`src/hw/core_pkg.sv`:
```
// Shared types and constants for the rv_core pipeline:
// instruction formats and the instruction union,
// RV64I opcodes of the supported subset,
// stage payload structs, redirect, commit and bus request.
`default_nettype none

package core_pkg;

  localparam int xlen = 64;

  localparam logic [6:0] opc_op_imm = 7'b0010011;
  localparam logic [6:0] opc_op     = 7'b0110011;
  localparam logic [6:0] opc_load   = 7'b0000011;
  localparam logic [6:0] opc_store  = 7'b0100011;
  localparam logic [6:0] opc_branch = 7'b1100011;
  localparam logic [6:0] opc_jal    = 7'b1101111;

  typedef struct packed {
    logic [6:0] funct7;
    logic [4:0] rs2;
    logic [4:0] rs1;
    logic [2:0] funct3;
    logic [4:0] rd;
    logic [6:0] opcode;
  } r_fmt_t;

  typedef struct packed {
    logic [11:0] imm;
    logic [4:0]  rs1;
    logic [2:0]  funct3;
    logic [4:0]  rd;
    logic [6:0]  opcode;
  } i_fmt_t;

  typedef struct packed {
    logic [6:0] imm_hi;
    logic [4:0] rs2;
    logic [4:0] rs1;
    logic [2:0] funct3;
    logic [4:0] imm_lo;
    logic [6:0] opcode;
  } s_fmt_t;

  // branch offset bits are scattered over the word
  typedef struct packed {
    logic       imm_12;
    logic [5:0] imm_10_5;
    logic [4:0] rs2;
    logic [4:0] rs1;
    logic [2:0] funct3;
    logic [3:0] imm_4_1;
    logic       imm_11;
    logic [6:0] opcode;
  } b_fmt_t;

  typedef struct packed {
    logic       imm_20;
    logic [9:0] imm_10_1;
    logic       imm_11;
    logic [7:0] imm_19_12;
    logic [4:0] rd;
    logic [6:0] opcode;
  } j_fmt_t;

  typedef union packed {
    r_fmt_t r_fmt;
    i_fmt_t i_fmt;
    s_fmt_t s_fmt;
    b_fmt_t b_fmt;
    j_fmt_t j_fmt;
  } inst_t;

  typedef enum logic [0:0] {
    alu_add,
    alu_sub
  } alu_op_t;

  typedef struct packed {
    logic [xlen-1:0] pc;
    logic [31:0]     inst;
  } fd_t;

  typedef struct packed {
    logic [xlen-1:0] pc;
    logic [xlen-1:0] operand_a;
    logic [xlen-1:0] operand_b;
    logic [xlen-1:0] store_data;
    logic [xlen-1:0] imm;
    logic [4:0]      rd;
    alu_op_t         alu_op;
    logic            is_load;
    logic            is_store;
    logic            is_branch;
    logic            is_jal;
    logic            writes_rd;
  } dx_t;

  typedef struct packed {
    logic [xlen-1:0] pc;
    logic [xlen-1:0] result;
    logic [xlen-1:0] store_data;
    logic [4:0]      rd;
    logic            is_load;
    logic            is_store;
    logic            writes_rd;
  } xm_t;

  typedef struct packed {
    logic            taken;
    logic [xlen-1:0] target;
  } redirect_t;

  typedef struct packed {
    logic            valid;
    logic [xlen-1:0] pc;
    logic            writes_rd;
    logic [4:0]      rd;
    logic [xlen-1:0] data;
  } commit_t;

  typedef struct packed {
    logic [xlen-1:0] addr;
    logic            write;
    logic [xlen-1:0] wdata;
  } mem_req_t;

endpackage

`default_nettype wire
```
`src/hw/core_top.sv`:
```
// rv_core top level: fetch, decode, execute and memory stages
// with the register file beside decode
`timescale 1ns/10ps
`default_nettype none

module core_top #(
  parameter logic [core_pkg::xlen-1:0] reset_pc = '0
) (
  input  logic                      clock,
  input  logic                      reset,
  output logic                      imem_valid,
  output core_pkg::mem_req_t        imem_req,
  input  logic                      imem_ready,
  input  logic [31:0]               imem_rdata,
  output logic                      dmem_valid,
  output core_pkg::mem_req_t        dmem_req,
  input  logic                      dmem_ready,
  input  logic [core_pkg::xlen-1:0] dmem_rdata,
  output core_pkg::commit_t         commit
);

  logic                      if_to_id_valid;
  logic                      id_to_ex_valid;
  logic                      ex_to_mem_valid;
  logic                      id_allowin;
  logic                      ex_allowin;
  logic                      mem_allowin;
  core_pkg::fd_t             if_to_id;
  core_pkg::dx_t             id_to_ex;
  core_pkg::xm_t             ex_to_mem;
  core_pkg::redirect_t       redirect;
  logic [4:0]                rs1_addr;
  logic [4:0]                rs2_addr;
  logic [core_pkg::xlen-1:0] rs1_data;
  logic [core_pkg::xlen-1:0] rs2_data;
  logic                      reg_write;
  logic [4:0]                reg_rd;
  logic [core_pkg::xlen-1:0] reg_data;

  fetch_stage #(.reset_pc(reset_pc)) u_fetch (
    .clock, .reset, .id_allowin, .redirect, .imem_ready, .imem_rdata,
    .if_to_id_valid, .if_to_id, .imem_valid, .imem_req
  );

  decode_stage u_decode (
    .clock, .reset, .if_to_id_valid, .if_to_id, .ex_allowin,
    .flush(redirect.taken), .rs1_data, .rs2_data,
    .wb_write(reg_write), .wb_rd(reg_rd),
    .id_allowin, .id_to_ex_valid, .id_to_ex, .rs1_addr, .rs2_addr
  );

  execute_stage u_execute (
    .clock, .reset, .id_to_ex_valid, .id_to_ex, .mem_allowin,
    .ex_allowin, .ex_to_mem_valid, .ex_to_mem, .redirect
  );

  memory_stage u_memory (
    .clock, .reset, .ex_to_mem_valid, .ex_to_mem, .dmem_ready, .dmem_rdata,
    .mem_allowin, .dmem_valid, .dmem_req, .reg_write, .reg_rd, .reg_data, .commit
  );

  regfile u_regfile (
    .clock, .reset, .rs1_addr, .rs2_addr, .rs1_data, .rs2_data,
    .write(reg_write), .rd(reg_rd), .data(reg_data)
  );

endmodule

`default_nettype wire

```
`src/hw/memory_stage.sv`:
```
// Memory stage: data bus master for LD and SD, register file
// writeback and the commit record of each retiring instruction
`timescale 1ns/10ps
`default_nettype none

module memory_stage (
  input  logic                      clock,
  input  logic                      reset,
  input  logic                      ex_to_mem_valid,
  input  core_pkg::xm_t             ex_to_mem,
  input  logic                      dmem_ready,
  input  logic [core_pkg::xlen-1:0] dmem_rdata,
  output logic                      mem_allowin,
  output logic                      dmem_valid,
  output core_pkg::mem_req_t        dmem_req,
  output logic                      reg_write,
  output logic [4:0]                reg_rd,
  output logic [core_pkg::xlen-1:0] reg_data,
  output core_pkg::commit_t         commit
);

  logic access;
  logic ready_go;
  logic leave;

  assign access = ex_to_mem.is_load || ex_to_mem.is_store;
  // request is held by the execute register until ready
  assign dmem_valid = ex_to_mem_valid && access;
  assign dmem_req = '{
    addr:  ex_to_mem.result,
    write: ex_to_mem.is_store,
    wdata: ex_to_mem.store_data
  };

  assign ready_go = !access || dmem_ready;
  assign mem_allowin = !ex_to_mem_valid || ready_go;
  assign leave = ex_to_mem_valid && ready_go;

  assign reg_write = leave && ex_to_mem.writes_rd;
  assign reg_rd = ex_to_mem.rd;
  assign reg_data = ex_to_mem.is_load ? dmem_rdata : ex_to_mem.result;

  // BEQ is the only item that neither writes nor stores
  assign commit = '{
    valid:     leave && (ex_to_mem.writes_rd || ex_to_mem.is_store),
    pc:        ex_to_mem.pc,
    writes_rd: ex_to_mem.writes_rd,
    rd:        ex_to_mem.rd,
    data:      reg_data
  };

  a_dmem_stable: assert property (@(posedge clock) disable iff (reset)
    dmem_valid && !dmem_ready |=> dmem_valid && $stable(dmem_req));

endmodule

`default_nettype wire

```
`src/hw/execute_stage.sv`:
```
// Execute stage: add/sub ALU, address and link computation,
// BEQ equality, redirect to fetch and the execute-to-memory register
`timescale 1ns/10ps
`default_nettype none

module execute_stage (
  input  logic                clock,
  input  logic                reset,
  input  logic                id_to_ex_valid,
  input  core_pkg::dx_t       id_to_ex,
  input  logic                mem_allowin,
  output logic                ex_allowin,
  output logic                ex_to_mem_valid,
  output core_pkg::xm_t       ex_to_mem,
  output core_pkg::redirect_t redirect
);

  logic [core_pkg::xlen-1:0] result;
  logic                      equal;
  logic                      move;
  logic                      take;

  assign result = (id_to_ex.alu_op == core_pkg::alu_sub) ?
                  id_to_ex.operand_a - id_to_ex.operand_b :
                  id_to_ex.operand_a + id_to_ex.operand_b;
  assign equal = (result == '0);

  assign ex_allowin = !ex_to_mem_valid || mem_allowin;
  assign move = id_to_ex_valid && ex_allowin;
  // redirect only once the item is handed to memory
  assign take = move && (id_to_ex.is_jal || (id_to_ex.is_branch && equal));

  assign redirect = '{taken: take, target: id_to_ex.pc + id_to_ex.imm};

  always_ff @(posedge clock) begin
    if (reset)
      ex_to_mem_valid <= 1'b0;
    else if (ex_allowin)
      ex_to_mem_valid <= id_to_ex_valid;
  end

  // branches travel on with no register write
  always_ff @(posedge clock) begin
    if (move) begin
      ex_to_mem.pc <= id_to_ex.pc;
      ex_to_mem.result <= result;
      ex_to_mem.store_data <= id_to_ex.store_data;
      ex_to_mem.rd <= id_to_ex.rd;
      ex_to_mem.is_load <= id_to_ex.is_load;
      ex_to_mem.is_store <= id_to_ex.is_store;
      ex_to_mem.writes_rd <= id_to_ex.writes_rd;
    end
  end

endmodule

`default_nettype wire

```
`src/hw/decode_stage.sv`:
```
// Decode stage: field extraction through the instruction union,
// immediate sign extension, operand selection, register read addresses,
// scoreboard hazard stall and the decode-to-execute register
`timescale 1ns/10ps
`default_nettype none

module decode_stage (
  input  logic                      clock,
  input  logic                      reset,
  input  logic                      if_to_id_valid,
  input  core_pkg::fd_t             if_to_id,
  input  logic                      ex_allowin,
  input  logic                      flush,
  input  logic [core_pkg::xlen-1:0] rs1_data,
  input  logic [core_pkg::xlen-1:0] rs2_data,
  input  logic                      wb_write,
  input  logic [4:0]                wb_rd,
  output logic                      id_allowin,
  output logic                      id_to_ex_valid,
  output core_pkg::dx_t             id_to_ex,
  output logic [4:0]                rs1_addr,
  output logic [4:0]                rs2_addr
);

  core_pkg::inst_t           inst;
  core_pkg::dx_t             dx_next;
  logic [core_pkg::xlen-1:0] imm_i;
  logic [core_pkg::xlen-1:0] imm_s;
  logic [core_pkg::xlen-1:0] imm_b;
  logic [core_pkg::xlen-1:0] imm_j;
  logic                      use_rs1;
  logic                      use_rs2;
  logic [31:0]               scoreboard;
  logic [31:0]               clear_mask;
  logic [31:0]               set_mask;
  logic [31:0]               busy;
  logic                      hazard;
  logic                      dx_allowin;
  logic                      move;

  assign inst = if_to_id.inst;
  assign rs1_addr = inst.r_fmt.rs1;
  assign rs2_addr = inst.r_fmt.rs2;

  assign imm_i = {{52{inst.i_fmt.imm[11]}}, inst.i_fmt.imm};
  assign imm_s = {{52{inst.s_fmt.imm_hi[6]}}, inst.s_fmt.imm_hi, inst.s_fmt.imm_lo};
  assign imm_b = {{51{inst.b_fmt.imm_12}}, inst.b_fmt.imm_12, inst.b_fmt.imm_11,
                  inst.b_fmt.imm_10_5, inst.b_fmt.imm_4_1, 1'b0};
  assign imm_j = {{43{inst.j_fmt.imm_20}}, inst.j_fmt.imm_20, inst.j_fmt.imm_19_12,
                  inst.j_fmt.imm_11, inst.j_fmt.imm_10_1, 1'b0};

  always_comb begin
    dx_next = '0;
    dx_next.pc = if_to_id.pc;
    dx_next.rd = inst.r_fmt.rd;
    dx_next.alu_op = core_pkg::alu_add;
    dx_next.operand_a = rs1_data;
    dx_next.operand_b = rs2_data;
    dx_next.store_data = rs2_data;
    use_rs1 = 1'b0;
    use_rs2 = 1'b0;
    case (inst.r_fmt.opcode)
      core_pkg::opc_op_imm: begin
        use_rs1 = 1'b1;
        dx_next.operand_b = imm_i;
        dx_next.imm = imm_i;
        dx_next.writes_rd = 1'b1;
      end
      core_pkg::opc_op: begin
        use_rs1 = 1'b1;
        use_rs2 = 1'b1;
        dx_next.writes_rd = 1'b1;
        if (inst.r_fmt.funct7[5])
          dx_next.alu_op = core_pkg::alu_sub;
      end
      core_pkg::opc_load: begin
        use_rs1 = 1'b1;
        dx_next.operand_b = imm_i;
        dx_next.imm = imm_i;
        dx_next.is_load = 1'b1;
        dx_next.writes_rd = 1'b1;
      end
      core_pkg::opc_store: begin
        use_rs1 = 1'b1;
        use_rs2 = 1'b1;
        dx_next.operand_b = imm_s;
        dx_next.imm = imm_s;
        dx_next.is_store = 1'b1;
      end
      core_pkg::opc_branch: begin
        use_rs1 = 1'b1;
        use_rs2 = 1'b1;
        dx_next.alu_op = core_pkg::alu_sub;
        dx_next.imm = imm_b;
        dx_next.is_branch = 1'b1;
      end
      core_pkg::opc_jal: begin
        // link value pc + 4 comes out of the ALU
        dx_next.operand_a = if_to_id.pc;
        dx_next.operand_b = 64'd4;
        dx_next.imm = imm_j;
        dx_next.is_jal = 1'b1;
        dx_next.writes_rd = 1'b1;
      end
      default: ;
    endcase
  end

  // a register written back this cycle is already readable via write-through
  assign clear_mask = wb_write ? (32'd1 << wb_rd) : 32'd0;
  assign busy = scoreboard & ~clear_mask;
  assign hazard = if_to_id_valid && ((use_rs1 && busy[rs1_addr]) ||
                  (use_rs2 && busy[rs2_addr]) || (dx_next.writes_rd && busy[dx_next.rd]));

  assign dx_allowin = !id_to_ex_valid || ex_allowin;
  assign id_allowin = dx_allowin && !hazard;
  assign move = if_to_id_valid && id_allowin && !flush;
  assign set_mask = (move && dx_next.writes_rd && dx_next.rd != 5'd0) ?
                    (32'd1 << dx_next.rd) : 32'd0;

  always_ff @(posedge clock) begin
    if (reset) begin
      id_to_ex_valid <= 1'b0;
      scoreboard <= '0;
    end else begin
      if (flush)
        id_to_ex_valid <= 1'b0;
      else if (dx_allowin)
        id_to_ex_valid <= if_to_id_valid && !hazard;
      scoreboard <= busy | set_mask;
    end
  end

  always_ff @(posedge clock) begin
    if (move)
      id_to_ex <= dx_next;
  end

  a_single_writer: assert property (@(posedge clock) disable iff (reset)
    (|set_mask) |-> (set_mask & busy) == 32'd0);

  a_wb_tracked: assert property (@(posedge clock) disable iff (reset)
    wb_write && wb_rd != 5'd0 |-> scoreboard[wb_rd]);

endmodule

`default_nettype wire

```
`src/hw/fetch_stage.sv`:
```
// Fetch stage: PC register, instruction bus master with one
// outstanding request, redirect handling and the fetch-to-decode register
`timescale 1ns/10ps
`default_nettype none

module fetch_stage #(
  parameter logic [core_pkg::xlen-1:0] reset_pc = '0
) (
  input  logic                      clock,
  input  logic                      reset,
  input  logic                      id_allowin,
  input  core_pkg::redirect_t       redirect,
  input  logic                      imem_ready,
  input  logic [31:0]               imem_rdata,
  output logic                      if_to_id_valid,
  output core_pkg::fd_t             if_to_id,
  output logic                      imem_valid,
  output core_pkg::mem_req_t        imem_req
);

  logic [core_pkg::xlen-1:0] pc;
  logic [core_pkg::xlen-1:0] req_addr;
  logic [core_pkg::xlen-1:0] next_pc;
  logic                      drop;
  logic                      slot_free;
  logic                      issue;
  logic                      accept;

  assign next_pc = redirect.taken ? redirect.target : pc;
  // the fd register is empty next cycle, so returning data has a home
  assign slot_free = !if_to_id_valid || id_allowin;
  assign issue = !imem_valid && slot_free;
  assign accept = imem_valid && imem_ready && !drop && !redirect.taken;

  assign imem_req = '{addr: req_addr, write: 1'b0, wdata: '0};

  always_ff @(posedge clock) begin
    if (reset) begin
      pc <= reset_pc;
      imem_valid <= 1'b0;
      drop <= 1'b0;
      if_to_id_valid <= 1'b0;
    end else begin
      if (issue) begin
        imem_valid <= 1'b1;
        pc <= next_pc + 64'd4;
      end else begin
        pc <= next_pc;
        if (imem_valid && imem_ready)
          imem_valid <= 1'b0;
      end
      // stale request still on the bus after a redirect
      if (imem_valid && imem_ready)
        drop <= 1'b0;
      else if (imem_valid && redirect.taken)
        drop <= 1'b1;
      if (redirect.taken)
        if_to_id_valid <= 1'b0;
      else if (accept)
        if_to_id_valid <= 1'b1;
      else if (id_allowin)
        if_to_id_valid <= 1'b0;
    end
  end

  always_ff @(posedge clock) begin
    if (issue)
      req_addr <= next_pc;
    if (accept) begin
      if_to_id.pc <= req_addr;
      if_to_id.inst <= imem_rdata;
    end
  end

  a_imem_stable: assert property (@(posedge clock) disable iff (reset)
    imem_valid && !imem_ready |=> imem_valid && $stable(imem_req));

endmodule

`default_nettype wire

```
`src/hw/regfile.sv`:
```
// Integer register file: 32 x 64 bits, two read ports with
// write-through, one write port, x0 reads as zero
`timescale 1ns/10ps
`default_nettype none

module regfile (
  input  logic                      clock,
  input  logic                      reset,
  input  logic [4:0]                rs1_addr,
  input  logic [4:0]                rs2_addr,
  output logic [core_pkg::xlen-1:0] rs1_data,
  output logic [core_pkg::xlen-1:0] rs2_data,
  input  logic                      write,
  input  logic [4:0]                rd,
  input  logic [core_pkg::xlen-1:0] data
);

  logic [core_pkg::xlen-1:0] regs [32];

  function automatic logic [core_pkg::xlen-1:0] read_port(input logic [4:0] addr);
    if (addr == 5'd0)
      return '0;
    else if (write && rd == addr)
      return data;
    else
      return regs[addr];
  endfunction

  always_comb begin
    rs1_data = read_port(rs1_addr);
    rs2_data = read_port(rs2_addr);
  end

  always_ff @(posedge clock) begin
    if (reset) begin
      for (int i = 0; i < 32; i++)
        regs[i] <= '0;
    end else if (write && rd != 5'd0) begin
      regs[rd] <= data;
    end
  end

endmodule

`default_nettype wire

```
`config.mk`:
```
export PLATFORM = sky130hd
export DESIGN_NAME = core_top
export DESIGN_NICKNAME = d
export VERILOG_FILES = /design/src/hw/core_pkg.sv /design/src/hw/core_top.sv /design/src/hw/memory_stage.sv /design/src/hw/execute_stage.sv /design/src/hw/decode_stage.sv /design/src/hw/fetch_stage.sv /design/src/hw/regfile.sv
export SDC_FILE = /design/constraint.sdc
export NUM_CORES = 2
export LEC_CHECK = 0
export BUFFER_PORTS_ARGS = -buffer_cell sky130_fd_sc_hd__buf_2
export CORE_MARGIN = 2
export CORE_UTILIZATION = 59
export DETAILED_ROUTE_END_ITERATION = 8
export PLACE_DENSITY_LB_ADDON = 0.2
export SYNTH_ARGS = -nofsm -noshare
export SYNTH_HDL_FRONTEND = slang
export SYNTH_SLANG_ARGS = --single-unit
```
`constraint.sdc`:
```
create_clock -name clock -period 23.6 [get_ports clock]
set_input_delay 2.36 -clock clock [delete_from_list [all_inputs] [get_ports clock]]
set_output_delay 2.36 -clock clock [all_outputs]
set_load 0.005 [all_outputs]
```
Word-level counts from Yosys, hierarchy flattened --
Memories as Yosys holds them, arrays and structs flattened. A register that Yosys moved wholly into a read port is not among the register bits. Index checks and enable logic that the tools add are counted.
Word-level totals: input port bits 100, memories 1, word-level logic and storage cells 149, RAM bits 2048, output and inout port bits 395, register bits after elaboration 792
Operators by class: equal/unequal tests 8, add/subtract/negate cells 4, reductions and logical operators 57, mux-type cells 42, shift-type cells 2, order comparisons 3, bitwise logic cells 3
Memory list:
- u_regfile.regs | words 32, bits a word 64, rd ports 2, clocked after memory_dff 2, write ports 32, line regfile.sv:18 | logic [core_pkg::xlen-1:0] regs [32];
Operators with widths (count):
- $mux W64 | 10
- $pmux W64 S4 | 1
- $pmux W64 S3 | 1
- $add A64 B64 Y64 | 2
- $add A64 B3 Y64 const B | 1
- $logic_not A64 Y1 | 1
- $mux W32 | 2
- $reduce_or A64 Y1 | 1
- $shl A1 B5 Y32 const A | 2
- $sub A64 B64 Y64 | 1
- $and A32 B32 Y32 | 1
- $not A32 Y32 | 1
- $or A32 B32 Y32 | 1
- $logic_and A1 B1 Y1 | 25
- $mux W1 | 21
- $lt A5 B6 Y1 const B | 3
- $bmux W1 S5 | 3
- $mux W5 | 3
- $eq A7 B6 Y1 const B | 2
- $eq A7 B7 Y1 const B | 2
- $eq A5 B5 Y1 | 2
- $logic_not A5 Y1 | 2
- $logic_or A1 B1 Y1 | 10
- $reduce_bool A5 Y1 | 2
- other kinds (9) | 19

Logic depth before layout (Yosys ltp) --
depth in word-level cells 22, mapped depth 42

Modules after synthesis --
Synthesis repeated with hierarchy kept, for this count alone.
Unflattened totals: cells, all modules 11088, area, all modules 151187.5 µm²
By module, submodules not included:
- regfile | seq. area each 61499.0 µm², times used 1, area each 109774.0 µm², cells an instance 7352
- execute_stage | seq. area each 6025.8 µm², times used 1, area each 15165.8 µm², cells an instance 1576
- decode_stage | seq. area each 9308.9 µm², times used 1, area each 13451.7 µm², cells an instance 1048
- fetch_stage | seq. area each 6145.9 µm², times used 1, area each 9808.2 µm², cells an instance 768
- memory_stage | seq. area each 0.0 µm², times used 1, area each 2987.9 µm², cells an instance 344

Least setup slack after synthesis --
OpenSTA, ideal clock, no wires.
kind in2reg, start in dmem_ready, end reg, netlist name u_decode.id_to_ex[0], stages on the path 9, setup slack 4017 ps, required time 22657 ps, arrival 18640 ps, cells stage by stage nor2_1 > nor2b_1 > nand2_1 > nand2_1 > buf_6 > buf_2 > buf_2 > buf_1 > nor2_1
On the way: elaborated cells between the ends (all ways) 28
RTL lines:
- start, declared | line core_top.sv:17 | input logic dmem_ready,
- $logic_or A1 B1 Y1 | line memory_stage.sv:35 | assign ready_go = !access || dmem_ready;
- $logic_or A1 B1 Y1 | line memory_stage.sv:36 | assign mem_allowin = !ex_to_mem_valid || ready_go;
- $logic_or A1 B1 Y1 | line execute_stage.sv:28 | assign ex_allowin = !ex_to_mem_valid || mem_allowin;
- $logic_and A1 B1 Y1 | line execute_stage.sv:29 | assign move = id_to_ex_valid && ex_allowin;
- net u_execute.move | line execute_stage.sv:20 | logic move;
- $logic_and A1 B1 Y1 | line execute_stage.sv:31 | assign take = move && (id_to_ex.is_jal || (id_to_ex.is_branch && equal));
- $logic_not A1 Y1 | line decode_stage.sv:117 | assign move = if_to_id_valid && id_allowin && !flush;
- $logic_and A1 B1 Y1 | line decode_stage.sv:117
The timed path passes the listed nets, and every way through them passes these cells. The select of a mux whose other input is x is not followed. A chain may end at the register's enable or synchronous reset.

Worst setup path after layout --
start reg, netlist name u_decode.id_to_ex[142], end reg u_fetch.pc[56] (netlist bit)
On the way: word-level cells in the longest chain between the ends 9, elaborated cells between the ends (all ways) 10
RTL lines:
- $add A64 B64 Y64 / $sub A64 B64 Y64 (equally long branches) | line execute_stage.sv:25, execute_stage.sv:24
- $mux W64 (*) | line execute_stage.sv:23 | assign result = (id_to_ex.alu_op == core_pkg::alu_sub) ?
- $logic_not A64 Y1 (*) | line execute_stage.sv:26 | assign equal = (result == '0);
- $logic_and A1 B1 Y1 (*) | line execute_stage.sv:31
- $logic_or A1 B1 Y1 (*) | line execute_stage.sv:31
- $logic_and A1 B1 Y1 (*) | line execute_stage.sv:31
- $mux W64 (*) | line fetch_stage.sv:29 | assign next_pc = redirect.taken ? redirect.target : pc;
- net u_fetch.next_pc (one bit) | line fetch_stage.sv:23 | logic [core_pkg::xlen-1:0] next_pc;
- $add A64 B3 Y64 (*) | line fetch_stage.sv:46 | pc <= next_pc + 64'd4;
- $mux W64 (*) | line fetch_stage.sv:44 | if (issue) begin
- end signal, assigned | line fetch_stage.sv:39 | pc <= reset_pc;
- end signal, assigned | line fetch_stage.sv:46
- end signal, assigned | line fetch_stage.sv:48 | pc <= next_pc;
- end, declared | line fetch_stage.sv:21 | logic [core_pkg::xlen-1:0] pc;
Mark *: on every way through the listed nets, which the timed path passes. The rest lies on a longest branch.

==> flow_metrics.tcl <==
set metrics [dict create \
    run_status "completed" \
    initial_utilization_pct 59.2 \
    max_cap_viol_count 0 \
    insertion_delay_ns 0.97 \
    multi_input_comb_area_sq_um 57800 \
    path_class "reg -> reg" \
    post_route_m1_wl_microns 174000 \
    synth-edff-count 2696 \
    cts.htree.levels 5 \
    final_cell_mix "sky130_fd_sc_hd__edfxtp_1 (2696), sky130_fd_sc_hd__nor2_1 (2331), sky130_fd_sc_hd__mux4_2 (1272)" \
    placed_cell_area_sq_um 150000 \
    rows 182 \
    dr.pass1.iters 9 \
    postCtsResizedCells 0 \
    hold_buffers 0 \
    post-cts-setup-buffer-count 0 \
    clock_tree_from_tritoncts "done" \
    worst_ir_drop_vdd_mv 0.0827 \
    clkSinkCount 2807 \
    via_per_inst 7.31 \
    postSynthCellCount 10500 \
    seqCellArea_sq_um 83200 \
    setup_viol 0 \
    relSlewSlack_pct 3.01 \
    drv_slew 0 \
    power.clock.fraction_pct 38.9 \
    worst_path_largest_cell_delay_ns 0.75 \
    synth-seq-area-share_pct 57.3 \
    stdcell_count 13800 \
    synth_largest_area_cell "sky130_fd_sc_hd__edfxtp_1" \
    wl_met3_microns 84400 \
    fmaxAchievable_mhz 91.0 \
    cell_internal_pwr_mw 9.00 \
    setup_total_negative_slack_ns 0 \
    power.density_cell_area_nw_per_um2 76.2 \
    hold_path.class "reg -> reg" \
    grt_pass1_wl_microns 726000 \
    num_vias 101000 \
    nFillCells 17500 \
    grt.overflow.total 0 \
    cp_max_fo 50 \
    critical_path.endpoint_type "flip-flop" \
    globalRouteTotalUtil_pct 41.6 \
    routed-wl-met2_microns 236000 \
    power.combinational.fraction_pct 13.3 \
    arrival_ns 11.84 \
    rsz_0062_raised_after_global_routing "no" \
    ys_dominant_reg_cell "sky130_fd_sc_hd__edfxtp_1" \
    place_congestion 0.983 \
    drt-total-wl_microns 525000 \
    clk_root_buffer_cell "sky130_fd_sc_hd__clkbuf_16" \
    top_layer "met5" \
    slowest_stage "sky130_fd_sc_hd__nor4_1" \
    total_leakage_power_nw 57.9 \
    synth.cell_area_sq_um 145000 \
    dpl.cell_count 13300 \
    hold_ws_ns 0.417 \
    synth_cell_type_count 98 \
    critical_path_required_ns 24.44 \
    detail-route-antenna-nets 0 \
    fin_nets 10600 \
    clock_tree.buffer_depth 4 \
    yosysTopAreaCellShare_pct 55.7 \
    period_share_pct 46.6 \
    detailedRoute.firstIterationViolations 18500 \
    final_period_minus_worst_setup_slack_ns 10.99 \
    power_switching_share_pct 25.8 \
    design.die.area_sq_um 250000 \
    drc_errors 0 \
    flow.area_growth_from_synthesis_pct 9.69 \
    detailed_place_hpwl_microns 331000 \
    post_synth_main_area_contributors "sky130_fd_sc_hd__edfxtp_1 (56%), sky130_fd_sc_hd__mux4_2 (20%), sky130_fd_sc_hd__nor2_1 (6.0%)" \
    chipHeight_microns 500 \
    mostFrequentLayoutCell "sky130_fd_sc_hd__edfxtp_1" \
    cts_inserted_buffers 313 \
    core_area_sq_um 245000 \
    detail_route.wl_per_cell_microns 38.0 \
    hold_viol_final 0 \
    grt_antenna_before_repair 42 \
    startpoint_type "flip-flop" \
    setup_skew_after_layout_ns 0.0655 \
    worst-slew-pin-transition_ns 1.41 \
    via_count_of_the_first_global_routing_pass 98100 \
    register_share_of_total_power_pct 47.8 \
    fraction_of_layout_cells_with_a_size_suffix_above_1_pct 24.1 \
    post_synth.cell_area_avg_sq_um 13.9 \
    port_buffers 429 \
    net-switching-power_mw 3.13 \
    worst_setup_hold_path_clk_slew_ns 0.06 \
    synth-warning-count 0 \
    grt_max_degree 159 \
    synth-async-reset-ratio_pct 0 \
    io_pins 495 \
    final_area_sq_um 159000 \
    totalPowerFinal_mw 12.1 \
    synth_seq_cells 2807 \
    floorplan.die.width_microns 500 \
]
## path summary, 6_finish.rpt
path	end	slack (ns)	startpoint	cells past startpoint
min	u_execute.ex_to_mem[4]	0.42	u_decode.id_to_ex[7]	0
min reg2reg	u_execute.ex_to_mem[4]	0.42	u_decode.id_to_ex[7]	0
max reg2reg	u_fetch.pc[56]	12.61	u_decode.id_to_ex[142]	35
max	u_fetch.pc[56]	12.61	u_decode.id_to_ex[142]	35
## registers in the layout, indices dropped and copies added (netlist names), named ones only
signal                     flops
u_fetch.req_addr              64
u_fetch.pc                    64
u_decode.id_to_ex            288
u_regfile.regs              2048
u_execute.ex_to_mem          200
u_fetch.if_to_id_valid         1
u_execute.ex_to_mem_valid      1
u_fetch.imem_valid             1
u_fetch.if_to_id              96
u_decode.scoreboard           32
u_decode.id_to_ex_valid        1
u_fetch.drop                   1
## layer usage
metal / GRT usage (%) / vias up
li1: - / 39400
met1: 54.4 / 50800
met2: 62.8 / 9178
met3: 14.2 / 1805
met4: 20.2 / 26
met5: 0.251 / -
## worst max-delay path: cells and delay by family (launching register included)
family | cells | cell delay [ns]
fa+ha+maj | 2 | 0.63
mux | 1 | 0.33
buf+inv | 3 | 0.47
xor+xnor | 1 | 0.17
simple gates | 18 | 6.43
flops | 1 | 0.44
compound gates | 10 | 2.33
## area by class of cell
| type | instances | share of cell area, % |
|---|---|---|
| inverter | 150 | 0.356 |
| multi-input combinational | 6453 | 36.3 |
| clock inverter | 148 | 0.760 |
| clock buffer | 394 | 5.26 |
| sequential | 2807 | 52.2 |
| tap | 3220 | 2.53 |
| antenna | 12 | 0.0189 |
| timing repair buffer | 653 | 2.54 |
## synthesized netlist by cell type (64+ instances only)
| master | n |
|---|---|
| sky130_fd_sc_hd__a211oi_1 | 90 |
| sky130_fd_sc_hd__a21oi_1 | 267 |
| sky130_fd_sc_hd__a32o_1 | 64 |
| sky130_fd_sc_hd__buf_1 | 120 |
| sky130_fd_sc_hd__buf_4 | 267 |
| sky130_fd_sc_hd__clkbuf_1 | 774 |
| sky130_fd_sc_hd__dfxtp_1 | 111 |
| sky130_fd_sc_hd__edfxtp_1 | 2696 |
| sky130_fd_sc_hd__ha_1 | 128 |
| sky130_fd_sc_hd__inv_1 | 148 |
| sky130_fd_sc_hd__mux2i_1 | 235 |
| sky130_fd_sc_hd__mux4_2 | 1272 |
| sky130_fd_sc_hd__nand2_1 | 589 |
| sky130_fd_sc_hd__nand4_1 | 65 |
| sky130_fd_sc_hd__nor2_1 | 2334 |
| sky130_fd_sc_hd__nor3_1 | 85 |
| sky130_fd_sc_hd__o21ai_0 | 175 |
| sky130_fd_sc_hd__xnor2_1 | 161 |
## through the flow
stage               setup slack [ns]  util, %
global route                   12.05     64.9
floorplan                       4.02        -
CTS                            12.73     64.9
detailed placement             12.74     61.0
finish                         12.61     64.9
global placement               12.59     61.0
## power groups by stage
stage | registers [mW] | logic [mW] | clock network [mW]
2_1_floorplan | 5.83 | 1.03 | 0
4_1_cts | 5.79 | 1.56 | 4.71
5_1_grt | 5.81 | 1.65 | 4.90
3_5_place_dp | 5.90 | 1.55 | 0
3_3_place_gp | 5.88 | 1.54 | 0
6_report | 5.80 | 1.61 | 4.72
## kinds of logic (layout without fill, tap and decap cells)
family,after synthesis,in the layout,share of synthesized area (%)
flip-flops,2807,2807,57.3
multiplexers,1533,1533,21.5
buffers and inverters,1333,1345,4.16
AO/OA/AOI/OAI,986,986,4.63
XOR/XNOR,222,222,1.34
other,1,141,0.00258
adder cells (fa/ha/maj),130,130,1.13
AND/OR/NAND/NOR,3453,3453,9.90
No activity file was read; power rests on OpenSTA's default activity.
